===== config.mk =====
export PLATFORM = sky130hd
export DESIGN_NAME = line_window_flat
export DESIGN_NICKNAME = d
export VERILOG_FILES = /design/src/hdl/conv_pkg.sv /design/src/hdl/window_if.sv /design/src/hdl/line_window.sv /design/src/flat_wrapper.sv
export SDC_FILE = /design/constraint.sdc
export NUM_CORES = 1
export LEC_CHECK = 0
export ABC_AREA = 1
export BUFFER_PORTS_ARGS = -buffer_cell sky130_fd_sc_hd__buf_2
export CORE_ASPECT_RATIO = 1.4
export CORE_MARGIN = 5
export CORE_UTILIZATION = 50
export DETAILED_ROUTE_END_ITERATION = 10
export GPL_ROUTABILITY_DRIVEN = 0
export GPL_TIMING_DRIVEN = 1
export PLACE_DENSITY = 0.7
export SKIP_LAST_GASP = 1
export SYNTH_ARGS = -nofsm -noshare
export SYNTH_HDL_FRONTEND = slang
export SYNTH_SLANG_ARGS = --single-unit

===== constraint.sdc =====
create_clock -name clk_i -period 3.1 [get_ports clk_i]
set_input_delay 0.465 -clock clk_i [delete_from_list [all_inputs] [get_ports clk_i]]
set_output_delay 0.465 -clock clk_i [all_outputs]
set_load 0.005 [all_outputs]

===== src/hdl/conv_pkg.sv =====
// --------------------------------------------------
// shared types and fixed configuration widths
// matrix size port is 14 bits, shift port is 6 bits
// --------------------------------------------------
package conv_pkg;

  // --------------------------------------------------
  // activation functions
  // --------------------------------------------------

  // applied after the shift and the wrap to Bits
  typedef enum logic [1:0] {
    // value passes through unchanged
    ACT_NONE  = 2'd0,
    // negative values become zero
    ACT_RELU  = 2'd1,
    // negative values are scaled down by LeakyShift
    ACT_LEAKY = 2'd2,
    // limited to zero .. half of the positive range
    ACT_CLAMP = 2'd3
  } act_func_e;

  // --------------------------------------------------
  // configuration widths
  // --------------------------------------------------

  // matrix edge length, one square matrix per run
  localparam int unsigned MatrixSizeW = 14;

  // arithmetic right shift applied to the full sum
  localparam int unsigned ShiftW = 6;

  // leaky slope is 1/8 for negative values
  localparam int unsigned LeakyShift = 3;

endpackage


===== src/hdl/window_if.sv =====
// --------------------------------------------------
// one KernelSize x KernelSize window per item
// item moves when win_valid and win_take are high
// --------------------------------------------------
`timescale 1ns/10ps

interface window_if #(
  parameter int unsigned KernelSize = 3,
  parameter int unsigned Bits       = 8
);

  // pixel (r, c) sits at slice (r*KernelSize + c)*Bits, row 0 is the oldest row
  logic [KernelSize*KernelSize*Bits-1:0] win;
  // window register holds an item
  logic                                  win_valid;
  // final window of the matrix
  logic                                  win_last;
  // engine 0 accepts, all engines follow in lockstep
  logic                                  win_take;

  // window generator side
  modport gen (output win, output win_valid, output win_last, input win_take);

  // engine side, only engine 0 drives win_take
  modport eng (input win, input win_valid, input win_last, output win_take);

endinterface


===== src/hdl/line_window.sv =====
// --------------------------------------------------
// pixel stream to sliding windows, stride 1, no pad
// needs KernelSize >= 2 and MaxMatrixSize < 2**14
// expects exactly matrix_size_i**2 pixels per run
// --------------------------------------------------
`timescale 1ns/10ps

module line_window #(
  parameter int unsigned MaxMatrixSize = 64,
  parameter int unsigned KernelSize    = 3,
  parameter int unsigned Bits          = 8
) (
  input  logic                             clk_i,
  input  logic                             reset_i,
  input  logic                             running_i,
  input  logic [conv_pkg::MatrixSizeW-1:0] matrix_size_i,
  input  logic                             has_data_i,
  input  logic signed [Bits-1:0]           activation_data_i,
  output logic                             used_data_o,
  window_if.gen                            win_if
);
  import conv_pkg::*;

  localparam int unsigned AddrW = (MaxMatrixSize > 1) ? $clog2(MaxMatrixSize) : 1;
  localparam logic [MatrixSizeW-1:0] EdgeMin = MatrixSizeW'(KernelSize - 1);

  // line_mem[0] holds the previous row, line_mem[k] the row k+1 above
  logic [Bits-1:0]        line_mem [KernelSize-1][MaxMatrixSize];
  logic [Bits-1:0]        win_reg  [KernelSize][KernelSize];
  logic [Bits-1:0]        new_col  [KernelSize];
  logic [MatrixSizeW-1:0] col_q;
  logic [MatrixSizeW-1:0] row_q;
  logic [AddrW-1:0]       addr;
  logic                   last_col;
  logic                   last_row;
  logic                   complete;
  logic                   accept;

  // --------------------------------------------------
  // pixel handshake
  // --------------------------------------------------

  // window stage must be empty or leaving this cycle
  assign accept      = has_data_i && running_i && (!win_if.win_valid || win_if.win_take);
  assign used_data_o = accept;

  assign addr     = col_q[AddrW-1:0];
  assign last_col = (col_q == matrix_size_i - 1'b1);
  assign last_row = (row_q == matrix_size_i - 1'b1);
  // pixel closes a window once a full kernel fits above and left of it
  assign complete = (col_q >= EdgeMin) && (row_q >= EdgeMin);

  // newest column, bottom entry is the incoming pixel
  always_comb begin
    new_col[KernelSize-1] = activation_data_i;
    for (int k = 0; k < KernelSize - 1; k++) begin
      new_col[KernelSize-2-k] = line_mem[k][addr];
    end
  end

  // --------------------------------------------------
  // line buffers and window shift
  // --------------------------------------------------
  always_ff @(posedge clk_i) begin
    if (accept) begin
      line_mem[0][addr] <= activation_data_i;
      // each row moves one buffer further up
      for (int k = 1; k < KernelSize - 1; k++) begin
        line_mem[k][addr] <= line_mem[k-1][addr];
      end
      // columns slide left, new column enters on the right
      for (int r = 0; r < KernelSize; r++) begin
        for (int c = 0; c < KernelSize - 1; c++) begin
          win_reg[r][c] <= win_reg[r][c+1];
        end
        win_reg[r][KernelSize-1] <= new_col[r];
      end
    end
  end

  // position counters and window valid
  always_ff @(posedge clk_i) begin
    if (reset_i || !running_i) begin
      col_q            <= '0;
      row_q            <= '0;
      win_if.win_valid <= 1'b0;
      win_if.win_last  <= 1'b0;
    end else if (accept) begin
      win_if.win_valid <= complete;
      win_if.win_last  <= last_col && last_row;
      if (last_col) begin
        col_q <= '0;
        row_q <= row_q + 1'b1;
      end else begin
        col_q <= col_q + 1'b1;
      end
    end else if (win_if.win_take) begin
      win_if.win_valid <= 1'b0;
    end
  end

  // flatten the window row by row
  for (genvar r = 0; r < KernelSize; r++) begin : g_row
    for (genvar c = 0; c < KernelSize; c++) begin : g_col
      assign win_if.win[(r*KernelSize+c)*Bits +: Bits] = win_reg[r][c];
    end
  end

endmodule


===== src/flat_wrapper.sv =====
// flat-port wrapper written by rule: the top's interface ports become plain ports
module line_window_flat import conv_pkg::*;
#(
  parameter int unsigned MaxMatrixSize = 64,
  parameter int unsigned KernelSize    = 3,
  parameter int unsigned Bits          = 8
)
  (clk_i, reset_i, running_i, matrix_size_i, has_data_i, activation_data_i, used_data_o, win_if_win, win_if_win_valid, win_if_win_last, win_if_win_take);
  window_if #(.KernelSize(KernelSize), .Bits(Bits)) win_if_i ();
  input  logic clk_i;
  input  logic reset_i;
  input  logic running_i;
  input  logic [conv_pkg::MatrixSizeW-1:0] matrix_size_i;
  input  logic has_data_i;
  input  logic signed [Bits-1:0] activation_data_i;
  output logic used_data_o;
  output wire logic [$bits(win_if_i.win)-1:0] win_if_win;
  output wire logic [$bits(win_if_i.win_valid)-1:0] win_if_win_valid;
  output wire logic [$bits(win_if_i.win_last)-1:0] win_if_win_last;
  input wire logic [$bits(win_if_i.win_take)-1:0] win_if_win_take;
  assign win_if_win = win_if_i.win;
  assign win_if_win_valid = win_if_i.win_valid;
  assign win_if_win_last = win_if_i.win_last;
  assign win_if_i.win_take = win_if_win_take;
  line_window #(.MaxMatrixSize(MaxMatrixSize), .KernelSize(KernelSize), .Bits(Bits)) u_core (.clk_i(clk_i), .reset_i(reset_i), .running_i(running_i), .matrix_size_i(matrix_size_i), .has_data_i(has_data_i), .activation_data_i(activation_data_i), .used_data_o(used_data_o), .win_if(win_if_i));
endmodule

* Word-level counts from Yosys, hierarchy flattened
Memories as Yosys holds them, arrays and structs flattened.
Index checks and enable logic that the tools add are counted.
** Operators by class
- Add/sub/neg operators :: 3
- Magnitude comparators :: 4
- Equality and inequality tests :: 2
- Mux-type cells :: 14
- Bitwise logic cells :: 1
- Reduce and logical (&&, ||, !) cells :: 11
** Operators by type and width (number)
- two-way mux 512 bit :: 1
- binary-select mux 8 bit (select 6 bit) :: 2
- demux 8 bit (select 6 bit) :: 1
- two-way mux 8 bit :: 5
- adder 14 x 1 -> 14 bit (second input constant) :: 2
- equality test 14 bit :: 2
- >= comparator 14 x 2 -> 1 bit (second input constant) :: 2
- two-way mux 14 bit :: 1
- subtractor 14 x 1 -> 14 bit (second input constant) :: 1
- >= comparator 7 bit (second input constant) :: 1
- less-than comparator 7 x 1 -> 1 bit (second input constant) :: 1
- inverter 6 -> 7 bit :: 1
- logical AND 1 bit :: 5
- two-way mux 1 bit :: 4
- zero test 1 bit :: 2
- logical OR 1 bit :: 2
- AND reduction 2 bit :: 1
- nonzero test 2 bit :: 1
** Storage, ports and cells
- Register bits after elaboration :: 30
- Bits in writable memories :: 1096
- Output and inout bits :: 75
- Logic and storage cells :: 41
- Memories kept :: 2
** Memories
- u_core.line_mem :: words 2, bits a word 512, read ports 2, clocked after memory_dff 0, write ports 2, RTL line line_window.sv:28 : logic [Bits-1:0] line_mem [KernelSize-1][MaxMatrixSize];
- u_core.win_reg :: words 3, bits a word 24, read ports 3, clocked after memory_dff 0, write ports 3, RTL line line_window.sv:29 : logic [Bits-1:0] win_reg [KernelSize][KernelSize];

* Longest topological paths before layout
- Word-level depth :: 6
- Depth in mapped cells :: 16
- Gate-level depth less buffers :: 16

* Worst setup path after synthesis
No wires, ideal clock.
- Kind :: register -> register
- Start :: reg u_core.col_q[1]
- End :: mem u_core.line_mem[0][1003] (netlist bit), data pin
- Library setup time :: 678 ps
- Data arrival time :: 2602 ps
- Required time :: 2422 ps
- Path slack :: -180 ps
- Cell stages (with the launch flop) :: 15
- Path through :: dfxtp_1 > buf_4 > nor2_2 > nand2_2 > inv_2 > buf_2 > buf_2 > nand2_1 > nand2_1 > a221oi_1 > nand3_1 > nand2_1 > nand2_1 > nor2_1 > nand4_1
** RTL lines
- start: declaration :: RTL line line_window.sv:31 : logic [MatrixSizeW-1:0] col_q;
- start signal: assignment :: RTL line line_window.sv:95 : col_q <= col_q + 1'b1;
- end: declaration :: RTL line line_window.sv:28

==> results.yml <==
run_status:
  status: "complete, but fails checks"
  violations: "DRC"
pwr:
  swShare: 0.202
  ir_drop_uv: 453
  p_int_mw: 23.8
  clockPowerShare: 0.408
  p_comb_frac: 0.028
  total_power_mw: 29.8
  p_per_area_nw_per_um2: 595
  p_sw_mw: 6.02
  leakage_nw: 17.3
  p_seq_frac: 0.564
timing:
  final.setup_skew_ps: 30.4
  worstMarginPinSlew_ps: 1150
  relSlewSlack: 0.236
  fin_tns_setup_ps: 0
  hold_viol: 0
  timing.final.crit_share: 0.949
  clock.fmax_mhz: 340
  slew_viol_final: 0
  setup_viol: 0
  min_period_ps: 2940
  rsz0062_at_grt: "false"
setup_path:
  critPathTopFamily: "simple AND/OR/NAND/NOR gates"
  crit_path_end_kind: "register"
  critPathKind: "register to register"
  crit_path_top_delay_cell: "nor2_4"
  path_cells: "nand2_2 > nor2_4 > buf_4 > a221oi_1 > nand4_1 > nand2_1 > nand2_1 > nor2_1 > nand2_2 > buf_12"
  cp.required_ps: 3550
  start_kind: "register"
  cp_slowest_stage_delay_ps: 580
  worst-path-buf-inv: 2
  cp.arrival_ps: 3400
  worstPathMaxFanout: 64
logic_synthesis:
  async_flop_share: 0
  synth_top_area_share: 0.764
  synthesis.area_sq_um: 43100
  yosysMostFrequentCell: "edfxtp_1"
  synthTopCellsByArea: "edfxtp_1, nand2_1, a22oi_1"
  synth.largest_area_cell: "edfxtp_1"
  synth-seq-cells: 1126
  synth_top_flop_cell: "edfxtp_1"
  syn-instance-count: 3082
  syn_nets: 3114
  postSynthAreaPerCell_sq_um: 14.0
  ys_seq_area_frac: 0.777
  synth_edf_count: 1096
  synth_commonest_cells: "edfxtp_1, nand2_1, nor2_1, a22oi_1, inv_1"
  ys_warn_count: 0
  ys_types: 45
clocking:
  cts_tree: "yes"
  cts.sinks: 1126
  clk_latency_ps: 680
  clk_path_buf_depth: 3
  h-tree-depth: 3
  ctsRootBufferMaster: "clkbuf_16"
  cts_buffers: 97
  hold_buffers: 0
  clk_pin_slew_ps: 70
  cts_setup_buffers: 0
die:
  die-area_sq_um: 92300
  start_util: 0.503
  io_pins: 102
  core_area_sq_um: 85600
  die_h_microns: 357
  rows: 127
  die_w_microns: 258
hold_path:
  min_path_type: "primary input to register"
grt:
  overflow: 0
  grtUsageTotal: 0.261
  grt_pass1_wl_microns: 178000
  first_global_vias: 26761
  antenna_found_initial: 2
  grt_start_max_net_pins: 83
layout:
  layout-drive-gt1-share: 0.160
  largest_register_ffs: 1024
  fillers: 6313
  finalNetCount: 3414
  area_growth_pct: 16.0
place:
  portBuffers: 101
  place_hpwl_microns: 77700
drt:
  dr_wl_met2_microns: 58900
  ant_nets: 0
  first_iter_violations: 3472
  dr_total_vias: 27687
  drt-met1-wl_microns: 42900
  routedWlPerCell_microns: 26.9
  maxUsedRoutingLayer: "met4"
  dr.pass1.iters: 9
  route.detailed.drc: 4
  wl_microns: 123000
  via_per_inst: 6.08
  met3WireLength_microns: 12300
run:
  maxCapViolCount: 0
-- layout make-up --
cell class | count | area (sq um) | area share
flip-flops and latches | 1126 | 33500 | 0.670
multi-input cells | 1669 | 8570 | 0.171
repair buffers | 331 | 2800 | 0.0559
clock buffers | 117 | 2570 | 0.0513
well taps | 1096 | 1370 | 0.0274
inverters | 157 | 604 | 0.0121
clock inverters | 59 | 601 | 0.0120
diodes | 1 | 2.50 | 0.0000500
-- what timing repair did --
| item | in CTS | in global routing |
|---|---|---|
| setup endpoints to repair | 0 | 2 |
| gates resized for setup | 0 | 1 |
| hold endpoints to repair | 0 | 0 |
-- power groups by stage --
stage | combinational [mW] | clock (mW) | sequential [mW]
final | 0.837 | 12.1 | 16.8
after global routing | 0.885 | 12.9 | 16.8
after CTS | 0.831 | 12.2 | 16.8
after detailed placement | 0.829 | 0 | 17.1
after global placement | 0.808 | 0 | 17.1
after floorplan | 0.313 | 0 | 17.1
-- worst paths after layout --
check / cells past startpoint / slack (ps) / start / end
min: 4 / 80 / win_if_win_take / u_core.win_if.win_valid$_SDFFE_PP0P_
max reg2reg: 10 / 160 / u_core.col_q[1]$_SDFFE_PP0P_ / u_core.win_reg[1][2]$_DFFE_PP_
min reg2reg: 0 / 440 / u_core.win_reg[2][12]$_DFFE_PP_ / u_core.win_reg[2][20]$_DFFE_PP_
max: 10 / 160 / u_core.col_q[1]$_SDFFE_PP0P_ / u_core.win_reg[1][2]$_DFFE_PP_
-- worst min-delay path, stage by stage --
cell and delay (ps):
buf_2 80, inv_1 60, nand2_1 60, a21oi_1 50
-- cell families (layout without fill, tap and decap cells) --
kind of cell | after synthesis | count (layout) | share of synthesized area
compound gates | 371 | 371 | 0.0632
other cells | 0 | 1 | 0
simple gates | 1273 | 1273 | 0.126
xor+xnor | 20 | 20 | 0.00406
fa+ha+maj | 5 | 5 | 0.00145
flops | 1126 | 1126 | 0.777
buf+inv | 287 | 664 | 0.0276
-- cells in the final DEF (no fill, tap or decap), types with 16 or more instances in the layout --
cell and n:
nand2_2 16, clkinv_2 20, a21oi_1 40, clkbuf_16 100, buf_2 101, buf_12 45, xor2_1 20, nand4_1 128
clkinv_1 20, nand2_1 798, buf_4 185, clkbuf_1 17, and3_1 20, edfxtp_1 1096, dfxtp_1 28, a221oi_1 68
a22o_1 26, inv_1 140, o21ai_0 44, a22oi_1 142, nand3_1 100, nor2_1 161
-- metal layers --
metal	global-route usage	vias up
li1	-	11968
met1	0.333	13572
met2	0.431	1779
met3	0.0378	368
met4	0.153	0
met5	0	-
-- metrics by stage --
step	utilization	area [sq um]	setup WS, ps	hold WS [ps]	cells
floorplan	-	43300	-21.3	452	3082
global placement	0.547	46800	248	424	4379
detailed placement	0.547	46800	201	426	4379
CTS	0.584	50000	204	61.8	4555
global route	0.584	50000	76.0	92.6	4555
finish	0.584	50000	159	76.7	4556
Note: power is estimated with default switching activity, not from simulation.
