[config.mk]
export PLATFORM = sky130hd
export DESIGN_NAME = conv_engine_flat
export DESIGN_NICKNAME = d
export VERILOG_FILES = /design/src/hdl/conv_pkg.sv /design/src/hdl/window_if.sv /design/src/hdl/conv_engine.sv /design/src/flat_wrapper.sv
export SDC_FILE = /design/constraint.sdc
export NUM_CORES = 2
export LEC_CHECK = 0
export ABC_AREA = 1
export BUFFER_PORTS_ARGS = -buffer_cell sky130_fd_sc_hd__buf_2
export CAP_MARGIN = 30
export CORE_AREA = 4 4 275 277
export DETAILED_ROUTE_END_ITERATION = 6
export DIE_AREA = 0 0 279 281
export GPL_TIMING_DRIVEN = 0
export PLACE_DENSITY_LB_ADDON = 0.1
export SLEW_MARGIN = 20
export SYNTH_ARGS = -nofsm -noshare
export SYNTH_HDL_FRONTEND = slang
export SYNTH_SLANG_ARGS = --single-unit
[constraint.sdc]
create_clock -name clk_i -period 9.6 [get_ports clk_i]
set_input_delay 1.92 -clock clk_i [delete_from_list [all_inputs] [get_ports clk_i]]
set_output_delay 1.92 -clock clk_i [all_outputs]
set_load 0.01 [all_outputs]
[src/hdl/conv_pkg.sv]
// --------------------------------------------------
// shared types and fixed configuration widths
// matrix size port is 14 bits, shift port is 6 bits
// --------------------------------------------------
package conv_pkg;

  // --------------------------------------------------
  // activation functions
  // --------------------------------------------------

  // applied after the shift and the wrap to Bits
  typedef enum logic [1:0] {
    // value passes through unchanged
    ACT_NONE  = 2'd0,
    // negative values become zero
    ACT_RELU  = 2'd1,
    // negative values are scaled down by LeakyShift
    ACT_LEAKY = 2'd2,
    // limited to zero .. half of the positive range
    ACT_CLAMP = 2'd3
  } act_func_e;

  // --------------------------------------------------
  // configuration widths
  // --------------------------------------------------

  // matrix edge length, one square matrix per run
  localparam int unsigned MatrixSizeW = 14;

  // arithmetic right shift applied to the full sum
  localparam int unsigned ShiftW = 6;

  // leaky slope is 1/8 for negative values
  localparam int unsigned LeakyShift = 3;

endpackage

[src/hdl/window_if.sv]
// --------------------------------------------------
// one KernelSize x KernelSize window per item
// item moves when win_valid and win_take are high
// --------------------------------------------------
`timescale 1ns/10ps

interface window_if #(
  parameter int unsigned KernelSize = 3,
  parameter int unsigned Bits       = 8
);

  // pixel (r, c) sits at slice (r*KernelSize + c)*Bits, row 0 is the oldest row
  logic [KernelSize*KernelSize*Bits-1:0] win;
  // window register holds an item
  logic                                  win_valid;
  // final window of the matrix
  logic                                  win_last;
  // engine 0 accepts, all engines follow in lockstep
  logic                                  win_take;

  // window generator side
  modport gen (output win, output win_valid, output win_last, input win_take);

  // engine side, only engine 0 drives win_take
  modport eng (input win, input win_valid, input win_last, output win_take);

endinterface

[src/hdl/conv_engine.sv]
// --------------------------------------------------
// one kernel against the shared window, 2 stages
// sum is full width, shift is arithmetic, wraps to Bits
// needs Bits >= 3, only EngineIndex 0 drives win_take
// --------------------------------------------------
`timescale 1ns/10ps

module conv_engine #(
  parameter int unsigned KernelSize  = 3,
  parameter int unsigned Bits        = 8,
  parameter int unsigned EngineCount = 4,
  parameter int unsigned EngineIndex = 0
) (
  input  logic                                 clk_i,
  input  logic                                 reset_i,
  input  logic                                 running_i,
  window_if.eng                                win_if,
  input  logic [KernelSize*KernelSize*Bits-1:0] weights_i,
  input  logic [$clog2(EngineCount+1)-1:0]     active_engines_i,
  input  logic [conv_pkg::ShiftW-1:0]          shift_i,
  input  conv_pkg::act_func_e                  act_func_i,
  input  logic                                 out_take_i,
  output logic signed [Bits-1:0]               result_o,
  output logic                                 result_valid_o,
  output logic                                 result_last_o
);
  import conv_pkg::*;

  localparam int unsigned Taps = KernelSize * KernelSize;
  // products are 2*Bits, the tap sum adds clog2(Taps) bits of growth
  localparam int unsigned SumW = 2 * Bits + $clog2(Taps);
  // half of the positive range
  localparam logic signed [Bits-1:0] ClampMax = {2'b00, {(Bits-2){1'b1}}};

  logic signed [SumW-1:0] mac_sum;
  logic signed [SumW-1:0] s1_sum;
  logic signed [SumW-1:0] shifted;
  logic signed [Bits-1:0] wrapped;
  logic signed [Bits-1:0] activated;
  logic                   s1_valid;
  logic                   s1_last;
  logic                   s2_valid;
  logic                   s2_last;
  logic                   s1_adv;
  logic                   s2_adv;
  logic                   lane_on;

  // --------------------------------------------------
  // stage 1, multiply-accumulate
  // --------------------------------------------------
  always_comb begin
    mac_sum = '0;
    for (int t = 0; t < Taps; t++) begin
      mac_sum += SumW'($signed(win_if.win[t*Bits +: Bits]) * $signed(weights_i[t*Bits +: Bits]));
    end
  end

  // --------------------------------------------------
  // stage 2, shift, wrap and activation
  // --------------------------------------------------
  assign shifted = s1_sum >>> shift_i;
  // only the low Bits survive, upper bits are dropped
  assign wrapped = shifted[Bits-1:0];
  assign lane_on = (active_engines_i > EngineIndex);

  always_comb begin
    case (act_func_i)
      ACT_RELU:  activated = wrapped[Bits-1] ? '0 : wrapped;
      ACT_LEAKY: activated = wrapped[Bits-1] ? (wrapped >>> LeakyShift) : wrapped;
      ACT_CLAMP: begin
        if (wrapped[Bits-1]) begin
          activated = '0;
        end else if (wrapped > ClampMax) begin
          activated = ClampMax;
        end else begin
          activated = wrapped;
        end
      end
      default:   activated = wrapped;
    endcase
  end

  // a stage moves when the one after it is empty or moving
  assign s2_adv = !s2_valid || out_take_i;
  assign s1_adv = !s1_valid || s2_adv;

  always_ff @(posedge clk_i) begin
    if (reset_i || !running_i) begin
      s1_valid <= 1'b0;
      s1_last  <= 1'b0;
      s2_valid <= 1'b0;
      s2_last  <= 1'b0;
    end else begin
      if (s1_adv) begin
        s1_valid <= win_if.win_valid;
        s1_last  <= win_if.win_valid && win_if.win_last;
      end
      if (s2_adv) begin
        s2_valid <= s1_valid;
        s2_last  <= s1_last;
      end
    end
  end

  always_ff @(posedge clk_i) begin
    if (s1_adv && win_if.win_valid) begin
      s1_sum <= mac_sum;
    end
    // inactive lanes still step but present zero
    if (s2_adv && s1_valid) begin
      result_o <= lane_on ? activated : '0;
    end
  end

  assign result_valid_o = s2_valid;
  assign result_last_o  = s2_last;

  // all engines share the same stage state, engine 0 speaks for them
  if (EngineIndex == 0) begin : g_take
    assign win_if.win_take = s1_adv;
  end

endmodule

[src/flat_wrapper.sv]
// flat-port wrapper written by rule: the top's interface ports become plain ports
module conv_engine_flat import conv_pkg::*;
#(
  parameter int unsigned KernelSize  = 3,
  parameter int unsigned Bits        = 8,
  parameter int unsigned EngineCount = 4,
  parameter int unsigned EngineIndex = 0
)
  (clk_i, reset_i, running_i, weights_i, active_engines_i, shift_i, act_func_i, out_take_i, result_o, result_valid_o, result_last_o, win_if_win, win_if_win_valid, win_if_win_last, win_if_win_take);
  window_if #(.KernelSize(KernelSize), .Bits(Bits)) win_if_i ();
  input  logic clk_i;
  input  logic reset_i;
  input  logic running_i;
  input  logic [KernelSize*KernelSize*Bits-1:0] weights_i;
  input  logic [$clog2(EngineCount+1)-1:0] active_engines_i;
  input  logic [conv_pkg::ShiftW-1:0] shift_i;
  input  conv_pkg::act_func_e act_func_i;
  input  logic out_take_i;
  output logic signed [Bits-1:0] result_o;
  output logic result_valid_o;
  output logic result_last_o;
  input wire logic [$bits(win_if_i.win)-1:0] win_if_win;
  input wire logic [$bits(win_if_i.win_valid)-1:0] win_if_win_valid;
  input wire logic [$bits(win_if_i.win_last)-1:0] win_if_win_last;
  output wire logic [$bits(win_if_i.win_take)-1:0] win_if_win_take;
  assign win_if_i.win = win_if_win;
  assign win_if_i.win_valid = win_if_win_valid;
  assign win_if_i.win_last = win_if_win_last;
  assign win_if_win_take = win_if_i.win_take;
  conv_engine #(.KernelSize(KernelSize), .Bits(Bits), .EngineCount(EngineCount), .EngineIndex(EngineIndex)) u_core (.clk_i(clk_i), .reset_i(reset_i), .running_i(running_i), .win_if(win_if_i), .weights_i(weights_i), .active_engines_i(active_engines_i), .shift_i(shift_i), .act_func_i(act_func_i), .out_take_i(out_take_i), .result_o(result_o), .result_valid_o(result_valid_o), .result_last_o(result_last_o));
endmodule
# ---- Yosys cells after proc, flatten, opt, wreduce, memory -nomap -nowiden
# Index checks and enable logic that the tools add are counted.
dict set report totals {
  ff_bits 32
  latch_bits 0
  ram_bits 0
  mem_bits_ro 0
  inputBits 161
  output_inout_bits 11
  word_cells 43
  memories 0
}
dict set report op_classes {
  addsub 8
  multipliers 9
  n_div 0
  order_cmp 2
  eq_ne 3
  n_shift 1
  mux 5
  bitwise 0
  reduce_logical 9
}
# cell count
set ops {}
lappend ops {{adder 20 bit} 8}
lappend ops {{multiplier 8 x 8 -> 16 bit} 9}
lappend ops {{one-hot mux 8 bit (3 select lines)} 1}
lappend ops {{>>> shifter 20 x 6 -> 8 bit} 1}
lappend ops {{two-way mux 8 bit} 2}
lappend ops {{two-way mux 7 bit} 2}
lappend ops {{> comparator 8 x 7 -> 1 bit, second input constant} 1}
lappend ops {{== test 2 bit, second input constant} 2}
lappend ops {{> comparator 3 x 1 -> 1 bit, second input constant} 1}
lappend ops {{logical AND 1 bit} 3}
lappend ops {{logical NOT 1 bit} 3}
lappend ops {{logical OR 1 bit} 3}
lappend ops {{== test 2 x 1 -> 1 bit, second input constant} 1}

# ---- Logic depth before layout (Yosys ltp)
dict set report depth {
  word_depth 9
  depth_mapped 38
  mapped_depth_nobuf 37
}

# ---- Worst setup path before layout
# OpenSTA, ideal clock, no wires.
dict set report synth_timing {
  path_kind {input to register}
  start {input weights_i[26]}
  end {register u_core.s1_sum[16] (data pin)}
  setup_time_ns 0.262
  arrival_time_ns 8.662
  required_time_ns 9.338
  path_slack_ns 0.676
  path_stages 35
  path_buffers 1
  path_cell_list {clkbuf_1 -> nand2_1 -> inv_1 -> fa_1 -> inv_1 -> fa_1 -> inv_1 -> fa_1 -> inv_1 -> fa_1 -> inv_1 -> ha_1 -> nand2_1 -> inv_1 -> nand2_1 -> nand2_1 -> a21oi_1 -> o21ai_0 -> a21oi_1 -> nand2_1 -> nand2_1 -> inv_1 -> fa_1 -> inv_1 -> fa_1 -> fa_1 -> fa_1 -> inv_1 -> ha_1 -> nand2_1 -> nor2_1 -> inv_1 -> o211ai_1 -> a21oi_1 -> xor2_1}
}
dict set report synth_via {
  elab_chain_cells 7
}
# element line_no
set synth_lines {}
lappend synth_lines {{start: declaration} flat_wrapper.sv:14} ;# input logic [KernelSize*KernelSize*Bits-1:0] weights_i;
lappend synth_lines {{multiplier 8 x 8 -> 16 bit} conv_engine.sv:54} ;# mac_sum += SumW'($signed(win_if.win[t*Bits +: Bits]) * $signed(weights_i[t*Bits +: Bits]));
lappend synth_lines {{adder 20 bit (6 in series)} conv_engine.sv:54}
lappend synth_lines {{via u_core.mac_sum[16]} conv_engine.sv:35} ;# logic signed [SumW-1:0] mac_sum;
lappend synth_lines {{end signal: assignment} conv_engine.sv:107} ;# s1_sum <= mac_sum;
lappend synth_lines {{end: declaration} conv_engine.sv:36} ;# logic signed [SumW-1:0] s1_sum;
# The timed path passes the listed nets, and every way through them passes these cells.
# A chain may end at the register's enable or synchronous reset.

# ---- Worst setup path after layout
dict set report layout_timing {
  start {input win_if_win[26]}
  end {register u_core.s1_sum[16] (data pin)}
}
dict set report layout_via {
  elab_chain_cells 7
}
# element line_no
set layout_lines {}
lappend layout_lines {{start: declaration} flat_wrapper.sv:22} ;# input wire logic [$bits(win_if_i.win)-1:0] win_if_win;
lappend layout_lines {{multiplier 8 x 8 -> 16 bit} conv_engine.sv:54}
lappend layout_lines {{adder 20 bit (6 in series)} conv_engine.sv:54}
lappend layout_lines {{via u_core.mac_sum[16]} conv_engine.sv:35}
# The timed path passes the listed nets, and every way through them passes these cells.

==> results.sh <==
export IMPL_grt_max_degree=22
export IMPL_antenna_found_initial=0
export IMPL_htree_levels=2
export IMPL_grt_overflow=0
export IMPL_grtUsageTotal_pct=17.5
export IMPL_firstDrtPassIters=5
export IMPL_cpMostUsedCell="fa_1"
export IMPL_crit_path_max_incr_delay_ps=570
export IMPL_cp_data_required_time_ps=9680
export IMPL_fin_util_pct=42.6
export IMPL_die_width_um=279
export IMPL_hold_buffers=0
export IMPL_synth_top_cell_area_share_pct=42.0
export IMPL_grt_pass1_wl_um=113000
export IMPL_cts_buffers=5
export IMPL_tightest_slew_ps=788
export IMPL_min_path_cells=2
export IMPL_cp_num_buf_inv=8
export IMPL_finalWirelength_um=66100
export IMPL_start_util_pct=39.9
export IMPL_cpLargestDelayFamily="adder cells"
export IMPL_top_level_ports=172
export IMPL_initialDrtViolationCount=799
export IMPL_hold_class="reg2reg"
export IMPL_synth_nets=4857
export IMPL_slew_headroom_pct=47.4
export IMPL_fillers=7739
export IMPL_r2r_end="u_core.result_o[2]"
export IMPL_via_per_inst=4.42
export IMPL_synth_distinct_cells=45
export IMPL_synth_seq_cells=32
export IMPL_fin_nets=4906
export IMPL_clock_latency_ps=290
export IMPL_synth_area_leaders="fa_1, inv_1, ha_1"
export IMPL_port_buffers=35
export IMPL_critPathMaxFanout=8
export IMPL_finalMaxSlewViolations=0
export IMPL_ys_warn_count=0
export IMPL_min_delay_start="u_core.result_last_o"
export IMPL_antenna_cells=0
export IMPL_synth_edf_count=28
export IMPL_clockBufferDepth=2
export IMPL_finClkSkew_ps=5.21
export IMPL_antenna_left=0
export IMPL_cts_sinks=32
export IMPL_end_kind="register"
export IMPL_ff2ff_setup_slack_ps=7880
export IMPL_synth_cells=3805
export IMPL_rr_startpoint="u_core.s1_sum[7]"
export IMPL_ys_seq_area_share_pct=3.17
export IMPL_worstPathArrival_ps=9390
export IMPL_syn_area_um2=29000
export IMPL_async_reset_ff_share_pct=0
export IMPL_r2r_cells=11
export IMPL_vias=21293
export IMPL_critPathLaunchType="primary input"
export IMPL_drc=0
export IMPL_place_gp_congestion=0.840
export IMPL_slowest_stage="fa_1"
export IMPL_status="finished, final reports clean"
export IMPL_min_period_ps=9310
export IMPL_finalSetupViolCount=0
export IMPL_grt_pass1_vias=22477
export IMPL_min_to="u_core.result_last_o"
export IMPL_syn_to_final_growth_pct=6.72
export IMPL_die_height_um=281
export IMPL_wl_per_cell_um=13.7
export IMPL_yosysMostFrequentCell="inv_1"
export IMPL_fin_crit_sh_pct=97.0
export IMPL_avgSynthCellArea_um2=7.63
export IMPL_synth_common_cells="inv_1, nand2_1, fa_1"
export IMPL_drv_cap=0
export IMPL_cts_root_buf="clkbuf_16"
export IMPL_cts_tree="built"
export IMPL_coreArea_um2=72800
export IMPL_fmax_ghz=0.107
export IMPL_drive_above_1_share_pct=6.67
export IMPL_num_rows=99
export IMPL_path_class="in2reg"
export IMPL_dieArea_um2=78400
export IMPL_hold_viol=0
export IMPL_synth_ff_type="edfxtp_1"
export IMPL_hpwl_um=61300
export IMPL_yosysTopAreaCell="fa_1"
export IMPL_clk_pin_slew_ps=50
## layout by cell type (no fill, tap or decap), types with 9 or more instances in the layout
cell	instances
inv_1	1304
nand2_1	788
fa_1	607
ha_1	271
nand3_1	99
a21oi_1	96
nor2_1	94
clkbuf_2	90
xnor2_1	75
xor2_1	74
o21ai_0	46
clkbuf_1	41
buf_2	37
edfxtp_1	28
or2_2	27
a21oi_2	15
buf_4	12
a21o_1	11
nand2_2	11
xor2_2	9
nor3_1	9
## area by class of cell
cell class / count / area (um^2) / share of cell area [%]
Buffer: 146 / 713 / 2.30
Clock buffer: 5 / 125 / 0.404
Clock inverter: 3 / 42.5 / 0.137
Inverter: 1314 / 4950 / 16.0
Multi-Input combinational cell: 2313 / 22800 / 73.6
Sequential cell: 32 / 921 / 2.97
Tap cell: 959 / 1200 / 3.87
Timing Repair Buffer: 42 / 228 / 0.735
## flip-flops by register name, summed over array words and instances (netlist names)
signal	flops
u_core.result_last_o	1
u_core.result_o	8
u_core.result_valid_o	1
u_core.s1_last	1
u_core.s1_sum	20
u_core.s1_valid	1
## tightest hold or removal path, stage by stage, from the launching register on
cell and delay, ps:
dfxtp_1 300, nand2_1 60, a21oi_1 60
## per-layer routing
layer / global-route usage [%] / wire length (um) / part of all wire (%)
met5: 0 / 0 / 0
met4: 1.72 / 599 / 0.91
met3: 0.631 / 1130 / 1.7
met2: 32.2 / 34100 / 52
met1: 24.0 / 30300 / 46
## metrics by stage
stage | hold slack, ps | setup WS [ps] | std cells | TNS (ps) | cell area (um^2)
floorplan | 440 | 676 | 3805 | 0 | 29000
finish | 463 | 288 | 4814 | 0 | 31000
CTS | 466 | 6.32 | 4807 | 0 | 30600
detailed placement | 458 | -508 | 4799 | -1990 | 30400
global placement | 455 | -484 | 4799 | -1790 | 30400
global route | 499 | -4.27 | 4814 | -4.27 | 31000
## cell families after synthesis
group / Yosys count / share of synthesized area (%)
xor gates and xnor gates: 160 / 4.82
adders and majority gates: 891 / 54.1
and+or+nand+nor: 1054 / 14.8
AOI/OAI and AO/OA: 208 / 3.98
DFF: 32 / 3.17
buffers and inverters: 1460 / 19.1
## repair_timing
item,CTS,global route
pin swaps,2,12
gates resized for setup,15,222
setup endpoints to repair,4,7
setup buffers,0,7
## worst max path at each step
stage | startpoint | endpoint | slack, ps | depth (start not counted)
after detailed placement | weights_i[69] | u_core.s1_sum[19] | -510 | 31
after global routing | weights_i[7] | u_core.s1_sum[16] | -4 | 32
after global placement | weights_i[66] | u_core.s1_sum[19] | -480 | 31
final | win_if_win[26] | u_core.s1_sum[16] | 290 | 30
after CTS | weights_i[55] | u_core.s1_sum[18] | 6 | 28
after floorplan | weights_i[26] | u_core.s1_sum[16] | 680 | 35
Power is not shown: default switching activity piles up to over one toggle a cycle in this logic, so the estimate is an artifact.
