==> src/hdl/conv_pkg.sv <==
// --------------------------------------------------
// shared types and fixed configuration widths
// matrix size port is 14 bits, shift port is 6 bits
// --------------------------------------------------
package conv_pkg;

  // --------------------------------------------------
  // activation functions
  // --------------------------------------------------

  // applied after the shift and the wrap to Bits
  typedef enum logic [1:0] {
    // value passes through unchanged
    ACT_NONE  = 2'd0,
    // negative values become zero
    ACT_RELU  = 2'd1,
    // negative values are scaled down by LeakyShift
    ACT_LEAKY = 2'd2,
    // limited to zero .. half of the positive range
    ACT_CLAMP = 2'd3
  } act_func_e;

  // --------------------------------------------------
  // configuration widths
  // --------------------------------------------------

  // matrix edge length, one square matrix per run
  localparam int unsigned MatrixSizeW = 14;

  // arithmetic right shift applied to the full sum
  localparam int unsigned ShiftW = 6;

  // leaky slope is 1/8 for negative values
  localparam int unsigned LeakyShift = 3;

endpackage

==> src/hdl/conv_control.sv <==
// --------------------------------------------------
// run flag, config capture and output register
// config is sampled on start only, later changes ignored
// start is ignored while a run is in progress
// --------------------------------------------------
`timescale 1ns/10ps

module conv_control #(
  parameter int unsigned KernelSize  = 3,
  parameter int unsigned Bits        = 8,
  parameter int unsigned EngineCount = 4
) (
  input  logic                                             clk_i,
  input  logic                                             reset_i,
  input  logic                                             start_i,
  input  logic [EngineCount*KernelSize*KernelSize*Bits-1:0] kernel_weights_i,
  input  logic [conv_pkg::MatrixSizeW-1:0]                 matrix_size_i,
  input  logic [$clog2(EngineCount+1)-1:0]                 active_engines_i,
  input  logic [conv_pkg::ShiftW-1:0]                      shift_i,
  input  conv_pkg::act_func_e                              act_func_i,
  output logic [conv_pkg::MatrixSizeW-1:0]                 matrix_size_o,
  output logic [$clog2(EngineCount+1)-1:0]                 active_engines_o,
  output logic [conv_pkg::ShiftW-1:0]                      shift_o,
  output conv_pkg::act_func_e                              act_func_o,
  output logic [EngineCount*KernelSize*KernelSize*Bits-1:0] weights_o,
  input  logic [EngineCount*Bits-1:0]                      eng_result_i,
  input  logic                                             eng_valid_i,
  input  logic                                             eng_last_i,
  output logic                                             out_take_o,
  input  logic                                             req_next_i,
  output logic                                             conv_valid_o,
  output logic [EngineCount*Bits-1:0]                      data_o,
  output logic                                             conv_done_o,
  output logic                                             conv_running_o
);

  logic capture;
  logic out_release;

  // --------------------------------------------------
  // handshakes
  // --------------------------------------------------
  assign capture     = start_i && !conv_running_o;
  assign out_release = conv_valid_o && req_next_i;
  // load when the output register is empty or being consumed
  assign out_take_o  = eng_valid_i && (!conv_valid_o || req_next_i);

  // running from the cycle after start until the last output is taken
  always_ff @(posedge clk_i) begin
    if (reset_i) begin
      conv_running_o <= 1'b0;
    end else if (capture) begin
      conv_running_o <= 1'b1;
    end else if (out_release && conv_done_o) begin
      conv_running_o <= 1'b0;
    end
  end

  // configuration snapshot
  always_ff @(posedge clk_i) begin
    if (capture) begin
      matrix_size_o    <= matrix_size_i;
      active_engines_o <= active_engines_i;
      shift_o          <= shift_i;
      act_func_o       <= act_func_i;
      weights_o        <= kernel_weights_i;
    end
  end

  // --------------------------------------------------
  // output register
  // --------------------------------------------------
  always_ff @(posedge clk_i) begin
    if (reset_i || !conv_running_o) begin
      conv_valid_o <= 1'b0;
      conv_done_o  <= 1'b0;
    end else if (out_take_o) begin
      conv_valid_o <= 1'b1;
      conv_done_o  <= eng_last_i;
    end else if (out_release) begin
      conv_valid_o <= 1'b0;
      conv_done_o  <= 1'b0;
    end
  end

  // held while the consumer stalls
  always_ff @(posedge clk_i) begin
    if (out_take_o) begin
      data_o <= eng_result_i;
    end
  end

endmodule

==> config.mk <==
export PLATFORM = sky130hd
export DESIGN_NAME = conv_control
export DESIGN_NICKNAME = d
export VERILOG_FILES = /design/src/hdl/conv_pkg.sv /design/src/hdl/conv_control.sv
export SDC_FILE = /design/constraint.sdc
export NUM_CORES = 1
export LEC_CHECK = 0
export ABC_AREA = 1
export BUFFER_PORTS_ARGS = -buffer_cell sky130_fd_sc_hd__buf_2
export CAP_MARGIN = 20
export CORE_AREA = 4 4 270 272
export DETAILED_ROUTE_END_ITERATION = 8
export DIE_AREA = 0 0 274 276
export PLACE_DENSITY = 0.35
export SYNTH_ARGS = -nofsm -noshare
export SYNTH_HDL_FRONTEND = slang
export SYNTH_SLANG_ARGS = --single-unit
==> constraint.sdc <==
create_clock -name clk_i -period 7.8 [get_ports clk_i]
set_clock_uncertainty 0.05 [all_clocks]
set_input_delay 0 -clock clk_i [delete_from_list [all_inputs] [get_ports clk_i]]
set_output_delay 0 -clock clk_i [all_outputs]
set_load 0.01 [all_outputs]
**Yosys cells after proc, flatten, opt, wreduce, memory -nomap -nowiden**

Cells that the tools add are included.

- Register bits: 348
- Bits of input ports: 351
- Word-level logic and storage cells: 24

- Mux-type cells: 5
- Reductions and logical operators: 10

Operators with widths:

| kind | count |
|---|---|
| 1-bit two-way mux | 5 |
| 1-bit logical AND | 4 |
| 2-bit nonzero test | 2 |
| 1-bit zero test | 2 |
| 1-bit logical OR | 2 |

**Longest topological paths before layout**

Gate-level depths: netlist (run 1).

- Word-level depth: 4
- Mapped depth: 4
- Mapped depth without buffers: 4

**Worst setup path before layout (run 1)**

OpenSTA, ideal clock, no wires.

- Path kind: reg2reg
- From: register conv_running_o
- To: register act_func_o[0] (enable)
- Library setup time: 663 ps
- Arrival: 6472 ps
- Data required time: 7087 ps
- Slack: 615 ps
- Stages on the path, launching flop included: 4
- Path buffers: 0
- Period minus slack after synthesis: 7185 ps
- Cells stage by stage: dfxtp_1 inv_1 nand2_1 inv_1

- Word-level cells in the longest chain between the ends: 2

Ends and longest elaborated chain:

| item | line | RTL |
|---|---|---|
| start: declaration | conv_control.sv:34 | `output logic conv_running_o` |
| start signal: assignment | conv_control.sv:51 | `conv_running_o <= 1'b0;` |
| start signal: assignment | conv_control.sv:53 | `conv_running_o <= 1'b1;` |
| start signal: assignment | conv_control.sv:55 | `conv_running_o <= 1'b0;` |
| 1-bit zero test | conv_control.sv:43 | `assign capture = start_i && !conv_running_o;` |
| 1-bit logical AND | conv_control.sv:43 |  |
| named net capture | conv_control.sv:37 | `logic capture;` |
| end signal: assignment | conv_control.sv:65 | `act_func_o <= act_func_i;` |
| end: declaration | conv_control.sv:24 | `output conv_pkg::act_func_e act_func_o,` |

The timed path passes the listed nets, and every way through them passes these cells.
A chain may end at the register's enable or synchronous reset.

**Worst setup path after layout (run 1)**

- From: register conv_running_o
- To: register weights_o[219] (enable)

- Word-level cells in the longest chain between the ends: 2

Ends and longest elaborated chain:

| item | line | RTL |
|---|---|---|
| 1-bit zero test | conv_control.sv:43 |  |
| 1-bit logical AND | conv_control.sv:43 |  |
| named net capture | conv_control.sv:37 |  |
| end signal: assignment | conv_control.sv:66 | `weights_o <= kernel_weights_i;` |
| end: declaration | conv_control.sv:25 | `output logic [EngineCount*KernelSize*KernelSize*Bits-1:0] weights_o,` |

The timed path passes the listed nets, and every way through them passes these cells.

==> metrics.yaml, run 1 <==
critical_path:
  path_buf_inv: 3
  cp-end-kind: "flip-flop"
  critPathRequiredTime_ns: 7.91
  cpLargestDelayFamily: "buffers and inverters"
  criticalPathCategory: "reg2reg"
  path_max_fanout: 103
  slowest_stage: "buf_4"
  critPathArrivalTime_ns: 2.65
  crit_chain: "inv_1, nand2_1, inv_8, buf_4"
  cpPeakStageDelay_ns: 0.84
  critPathLaunchType: "flip-flop"
clock_tree:
  clock_path_buffers: 3
  post_cts_resize_count: 0
  root_buffer: "clkbuf_16"
  clkSinkCount: 348
  tritoncts: "yes"
  cts_made_buffers: 42
  insertion_delay_ns: 0.54
  htreeDepth: 2
  ctsHoldBuffers: 353
  cts.clk_slew.worst_paths_ns: 0.06
  post-cts-setup-buffers: 0
routing:
  post_drt_wl_per_cell_um: 15.8
  ant_nets: 0
  routed_wl_mm: 38.8
  viasPerCell: 3.26
  num_vias: 7986
  drc: 0
  drtPass1Iterations: 4
  drt_iter0_drc: 261
timing:
  tightest_slew_ns: 0.974
  finalWorstSetupSlack_ns: 5.26
  setup_viol: 0
  final_hold_viol_count: 0
  fin_crit_sh: 0.325
  maxSlewViolCount: 0
  min_period_ns: 2.54
  tns_ns: 0
  rsz0062_at_grt: "no"
  max_freq_mhz: 394
  relSlewSlack: 0.351
synthesis:
  synth_area_sq_um: 10500
  syn_inst: 367
  ys_top_cells_by_area: "edfxtp_1 99%, dfxtp_1 0.57%, inv_1 0.25%, nand2_1 0.18%, a21oi_1 0.14%"
  yosysTopAreaCell: "edfxtp_1"
  synth_seq_cells: 348
  syn_avg_cell_area_sq_um: 28.6
  synth.top_cell.area_share: 0.987
  synth_fp_nets: 718
  yosysWarnings: 0
  synth_cell_type_count: 8
  seq_area_frac_synth: 0.992
placed_design:
  routabilityCongestion: 0.750
  io_buffers: 699
  pre_cts_slack_ns: 5.26
  hpwl_mm: 28.6
power:
  p_sw_frac: 0.227
  p_int_mw: 3.56
  finalPower_mw: 4.60
  pwr-share-comb: 0.109
  ir_worst_vdd_mv: 0.155
  cellLeakagePower_nw: 8.25
  p_seq_frac: 0.488
  power_switching_mw: 1.04
  p_clk_frac: 0.403
  p_per_area_nw_per_um2: 229
floorplanning:
  die_x_um: 274
  rows: 98
  core_area_sq_um: 70800
  io_pins: 700
  design.die.area_sq_um: 75600
  die_height_um: 276
  start_util: 0.148
finish:
  drive_gt1_frac: 0.508
  area_growth_pct: 91.2
  fin_nets: 1817
global_route:
  grt_pass1_wl_mm: 55.5
  antenna_found_initial: 11
  track_usage: 0.0970
  grt_pass1_vias: 8969
  grt_overflow: 0
  grt_max_degree: 139
job:
  max_cap_violations: 0
min_path:
  holdCritPathClass: "in2reg"
status:
  status: "finished clean"
## through the flow
stage / cells / hold slack (ns) / instance area (sq um) / util
after global placement: 2019 / 0.127 / 15200 / 0.215
after detailed placement: 2019 / 0.128 / 15200 / 0.215
final: 2450 / 0.104 / 20100 / 0.284
after CTS: 2448 / 0.0455 / 20100 / 0.284
after floorplan: 367 / 0.0489 / 10500 / -
after global routing: 2448 / 0.0690 / 20100 / 0.284
## power by group through the flow
stage	clock (mW)	combinational, mW	sequential [mW]
floorplan	0	0.0451	2.39
global placement	0	0.369	2.28
detailed placement	0	0.369	2.29
CTS	1.94	0.516	2.25
global route	2.02	0.543	2.26
finish	1.85	0.503	2.25
## layout make-up
class,count,area (sq um)
Fill cell,7294,50700
Sequential cell,348,10400
Timing Repair Buffer,1055,7070
Tap cell,950,1190
Clock buffer,57,1170
Clock inverter,19,130
Multi-Input combinational cell,12,57.6
Inverter,7,33.8
Antenna cell,2,5.00
## cell families after synthesis
kind of cell | after synthesis | share of synthesized area
buf+inv | 7 | 0.00250
simple gates | 8 | 0.00310
flops | 348 | 0.992
compound gates | 4 | 0.00203
## placed cells by master (no fill, tap or decap), types with 2 or more instances in the layout
| cell type | count |
|---|---|
| buf_2 | 699 |
| dlygate4sd3_1 | 353 |
| edfxtp_1 | 345 |
| clkbuf_16 | 45 |
| clkbuf_1 | 12 |
| clkinv_1 | 7 |
| inv_1 | 6 |
| nand2_1 | 5 |
| clkinv_2 | 5 |
| clkinv_4 | 3 |
| clkinvlp_4 | 3 |
| dfxtp_1 | 3 |
| diode_2 | 2 |
| a21oi_1 | 2 |
| nand3_1 | 2 |
| buf_4 | 2 |
## per-layer routing
layer / GRT usage / vias to the layer above / part of all wire
li1: - / 3697 / -
met5: 0 / - / 0.0014
met4: 0.0339 / 8 / 0.032
met3: 0.0369 / 89 / 0.097
met2: 0.182 / 385 / 0.53
met1: 0.0969 / 3807 / 0.34
## registers in the layout (all words and copies together), names as in the netlist
signal and cells:
conv_valid_o 1, act_func_o 2, active_engines_o 3, matrix_size_o 14, weights_o 288, data_o 32
conv_running_o 1, shift_o 6, conv_done_o 1
## Yosys cell counts (all sizes together)
library cell / instances
a21oi: 3
dfxtp: 3
edfxtp: 345
inv: 7
nand2: 5
nand3: 2
nor2: 1
o22ai: 1
## worst paths after layout
kind / startpoint / to / slack, ns / cells past startpoint
setup / recovery: conv_running_o / weights_o[219] / 5.26 / 4
hold / removal: kernel_weights_i[79] / weights_o[79] / 0.10 / 2
setup reg to reg: conv_running_o / weights_o[219] / 5.26 / 4
hold reg to reg: conv_valid_o / data_o[15] / 0.78 / 1
(Power assumes the default switching activity.)
==> inputs of run 2 (changes only) <==
Settings changed: ABC_AREA 1 to 0, CORE_AREA 4 4 270 272 to 4 4 268 270, DIE_AREA 0 0 274 276 to 0 0 272 274, PLACE_DENSITY 0.35 to 0.36.
Clock period 7.8 ns to 2.3 ns, I/O delays scaled along.
==> metrics.yaml, run 2 <==
floorplanning:
  core_area_sq_um: 69500
  die_height_um: 274
  io_pins: 700
  start_util: 0.151
  die_x_um: 272
  rows: 97
  design.die.area_sq_um: 74500
synthesis:
  syn_inst: 360
  netlist_top_cells_count: "345 x edfxtp_1, 3 x dfxtp_1, 2 x a21oi_1, 2 x nand2b_1, 2 x nor2_1"
  async_flop_share: 0
  seq_area_frac_synth: 0.993
  ys_top_cells_by_area: "edfxtp_1 99%, dfxtp_1 0.57%, nand2b_1 0.12%, a21oi_1 0.095%, mux2i_1 0.095%"
  yosysWarnings: 0
  syn_avg_cell_area_sq_um: 29.1
  yosysTopAreaCell: "edfxtp_1"
  synth.top_cell.area_share: 0.987
  synth_area_sq_um: 10500
  synth_cell_type_count: 11
  synth_fp_nets: 711
  synth_seq_cells: 348
  ys.flop_type: "edfxtp_1"
  synth_most_common_cell: "edfxtp_1"
  synth_edf_count: 345
finish:
  final_cell_mix: "699 x buf_2, 352 x dlygate4sd3_1, 345 x edfxtp_1"
  fin_nets: 1819
  area_growth_pct: 92.5
  utilization: 0.290
  final_common_cell: "buf_2"
  largest_reg_flops: 288
  drive_gt1_frac: 0.516
  top_regs: "weights_o (288), data_o (32), matrix_size_o (14)"
  fillers: 7041
  top_register: "weights_o"
critical_path:
  r2r_cells: 6
  criticalPathCategory: "reg2out"
  cp-end-kind: "output pin"
  r2r_start: "conv_running_o"
  critPathRequiredTime_ns: 2.25
  reg2reg_slack_ns: 0.58
  critPathArrivalTime_ns: 1.83
  path_max_fanout: 18
  rr_endpoint: "conv_running_o"
  critPathLaunchType: "flip-flop"
global_route:
  grt_max_degree: 73
  grt_overflow: 0
  grt_pass1_wl_mm: 55.8
  antenna_found_initial: 11
  track_usage: 0.0996
  grt_pass1_vias: 8875
min_path:
  min-delay-start: "kernel_weights_i[133]"
  holdCritPathClass: "in2reg"
  min_to: "weights_o[133]"
  whs_path_depth: 2
routing:
  num_vias: 7999
  viasPerCell: 3.28
  dr.max_layer_used: "met5"
  drc: 0
  post_drt_wl_per_cell_um: 16.3
  drtPass1Iterations: 4
  ant_nets: 0
  drt_iter0_drc: 254
  wl_met2_mm: 21.0
  wl_met3_mm: 3.22
  routed_wl_mm: 39.8
  met1_length_mm: 14.5
timing:
  max_freq_mhz: 532
  fin_crit_sh: 0.817
  relSlewSlack: 0.710
  tightest_slew_ns: 0.435
  min_period_ns: 1.88
  rsz0062_at_grt: "no"
  maxSlewViolCount: 0
  setup_viol: 0
  final_hold_viol_count: 0
  tns_ns: 0
clock_tree:
  cts_made_buffers: 42
  cts.clk_slew.worst_paths_ns: 0.06
  htreeDepth: 2
  clock_path_buffers: 3
  tritoncts: "yes"
  clkSinkCount: 348
  root_buffer: "clkbuf_16"
  insertion_delay_ns: 0.54
job:
  max_cap_violations: 0
placed_design:
  hpwl_mm: 30.1
  routabilityCongestion: 0.818
  io_buffers: 699
power:
  p_per_area_nw_per_um2: 769
  cellLeakagePower_nw: 8.32
  ir_worst_vdd_mv: 0.553
status:
  status: "finished clean"
-- run 2: final cells by class --
type                    instances  area [sq um]  area share
multi-input cells              11          75.1     0.00372
repair buffers               1064          7190       0.356
diodes                          3          7.51    0.000372
clock inverters                19           154     0.00762
well taps                     940          1180      0.0582
inverters                       1          3.75    0.000186
clock buffers                  55          1160      0.0576
flip-flops and latches        348         10400       0.516
-- run 2: routing by layer --
layer | global-route usage | vias up
met2 | 0.181 | 373
met5 | 0 | -
met4 | 0.0354 | 2
li1 | - | 3699
met1 | 0.110 | 3862
met3 | 0.0302 | 63
-- run 2: cell families (layout without fill, tap and decap cells) --
group / after synthesis / count (layout) / share of synthesized area
AOI/OAI and AO/OA: 3 / 3 / 0.00179
and+or+nand+nor: 7 / 7 / 0.00370
muxes: 1 / 1 / 0.000954
DFF: 348 / 348 / 0.993
buffers and inverters: 1 / 1139 / 0.000357
other: 0 / 3 / 0
-- run 2: through the flow --
stage | setup WS, ns | power, mW | cells | cell area, sq um | hold slack [ns]
finish | 0.421 | 15.5 | 2441 | 20200 | 0.109
CTS | 0.348 | 15.9 | 2438 | 20200 | 0.0461
global placement | 0.745 | 8.87 | 2012 | 15300 | 0.126
floorplan | -3.17 | 8.08 | 360 | 10500 | 0.0127
global route | 0.280 | 16.2 | 2438 | 20200 | 0.0745
detailed placement | 0.728 | 8.87 | 2012 | 15300 | 0.125
-- run 2: worst max-delay path, stage by stage, from the launching register on --
cell and delay [ns]:
dfxtp_1 0.34, nand2b_1 0.13, and2_2 0.44, buf_12 0.22, buf_2 0.15
-- run 2: how the worst max path moves through the flow --
stage                               from             end  slack, ns
after global placement    conv_running_o  weights_o[287]       0.75
after CTS                   conv_valid_o      out_take_o       0.35
after detailed placement  conv_running_o  weights_o[169]       0.73
final                       conv_valid_o      out_take_o       0.42
after global routing        conv_valid_o      out_take_o       0.28
after floorplan           conv_running_o   act_func_o[0]      -3.17
-- run 2: where the power goes --
part | switching, mW | total (mW) | internal (mW)
Clock | 2.54 | 6.32 | 3.78
Combinational | 0.785 | 1.66 | 0.877
Sequential | 0.0971 | 7.55 | 7.45
-- run 2: what timing repair did --
item	4_1_cts	5_1_grt
endpoints found under the hold margin	369	0
gates resized for setup	0	0
hold buffers	352	0
setup buffers	0	0
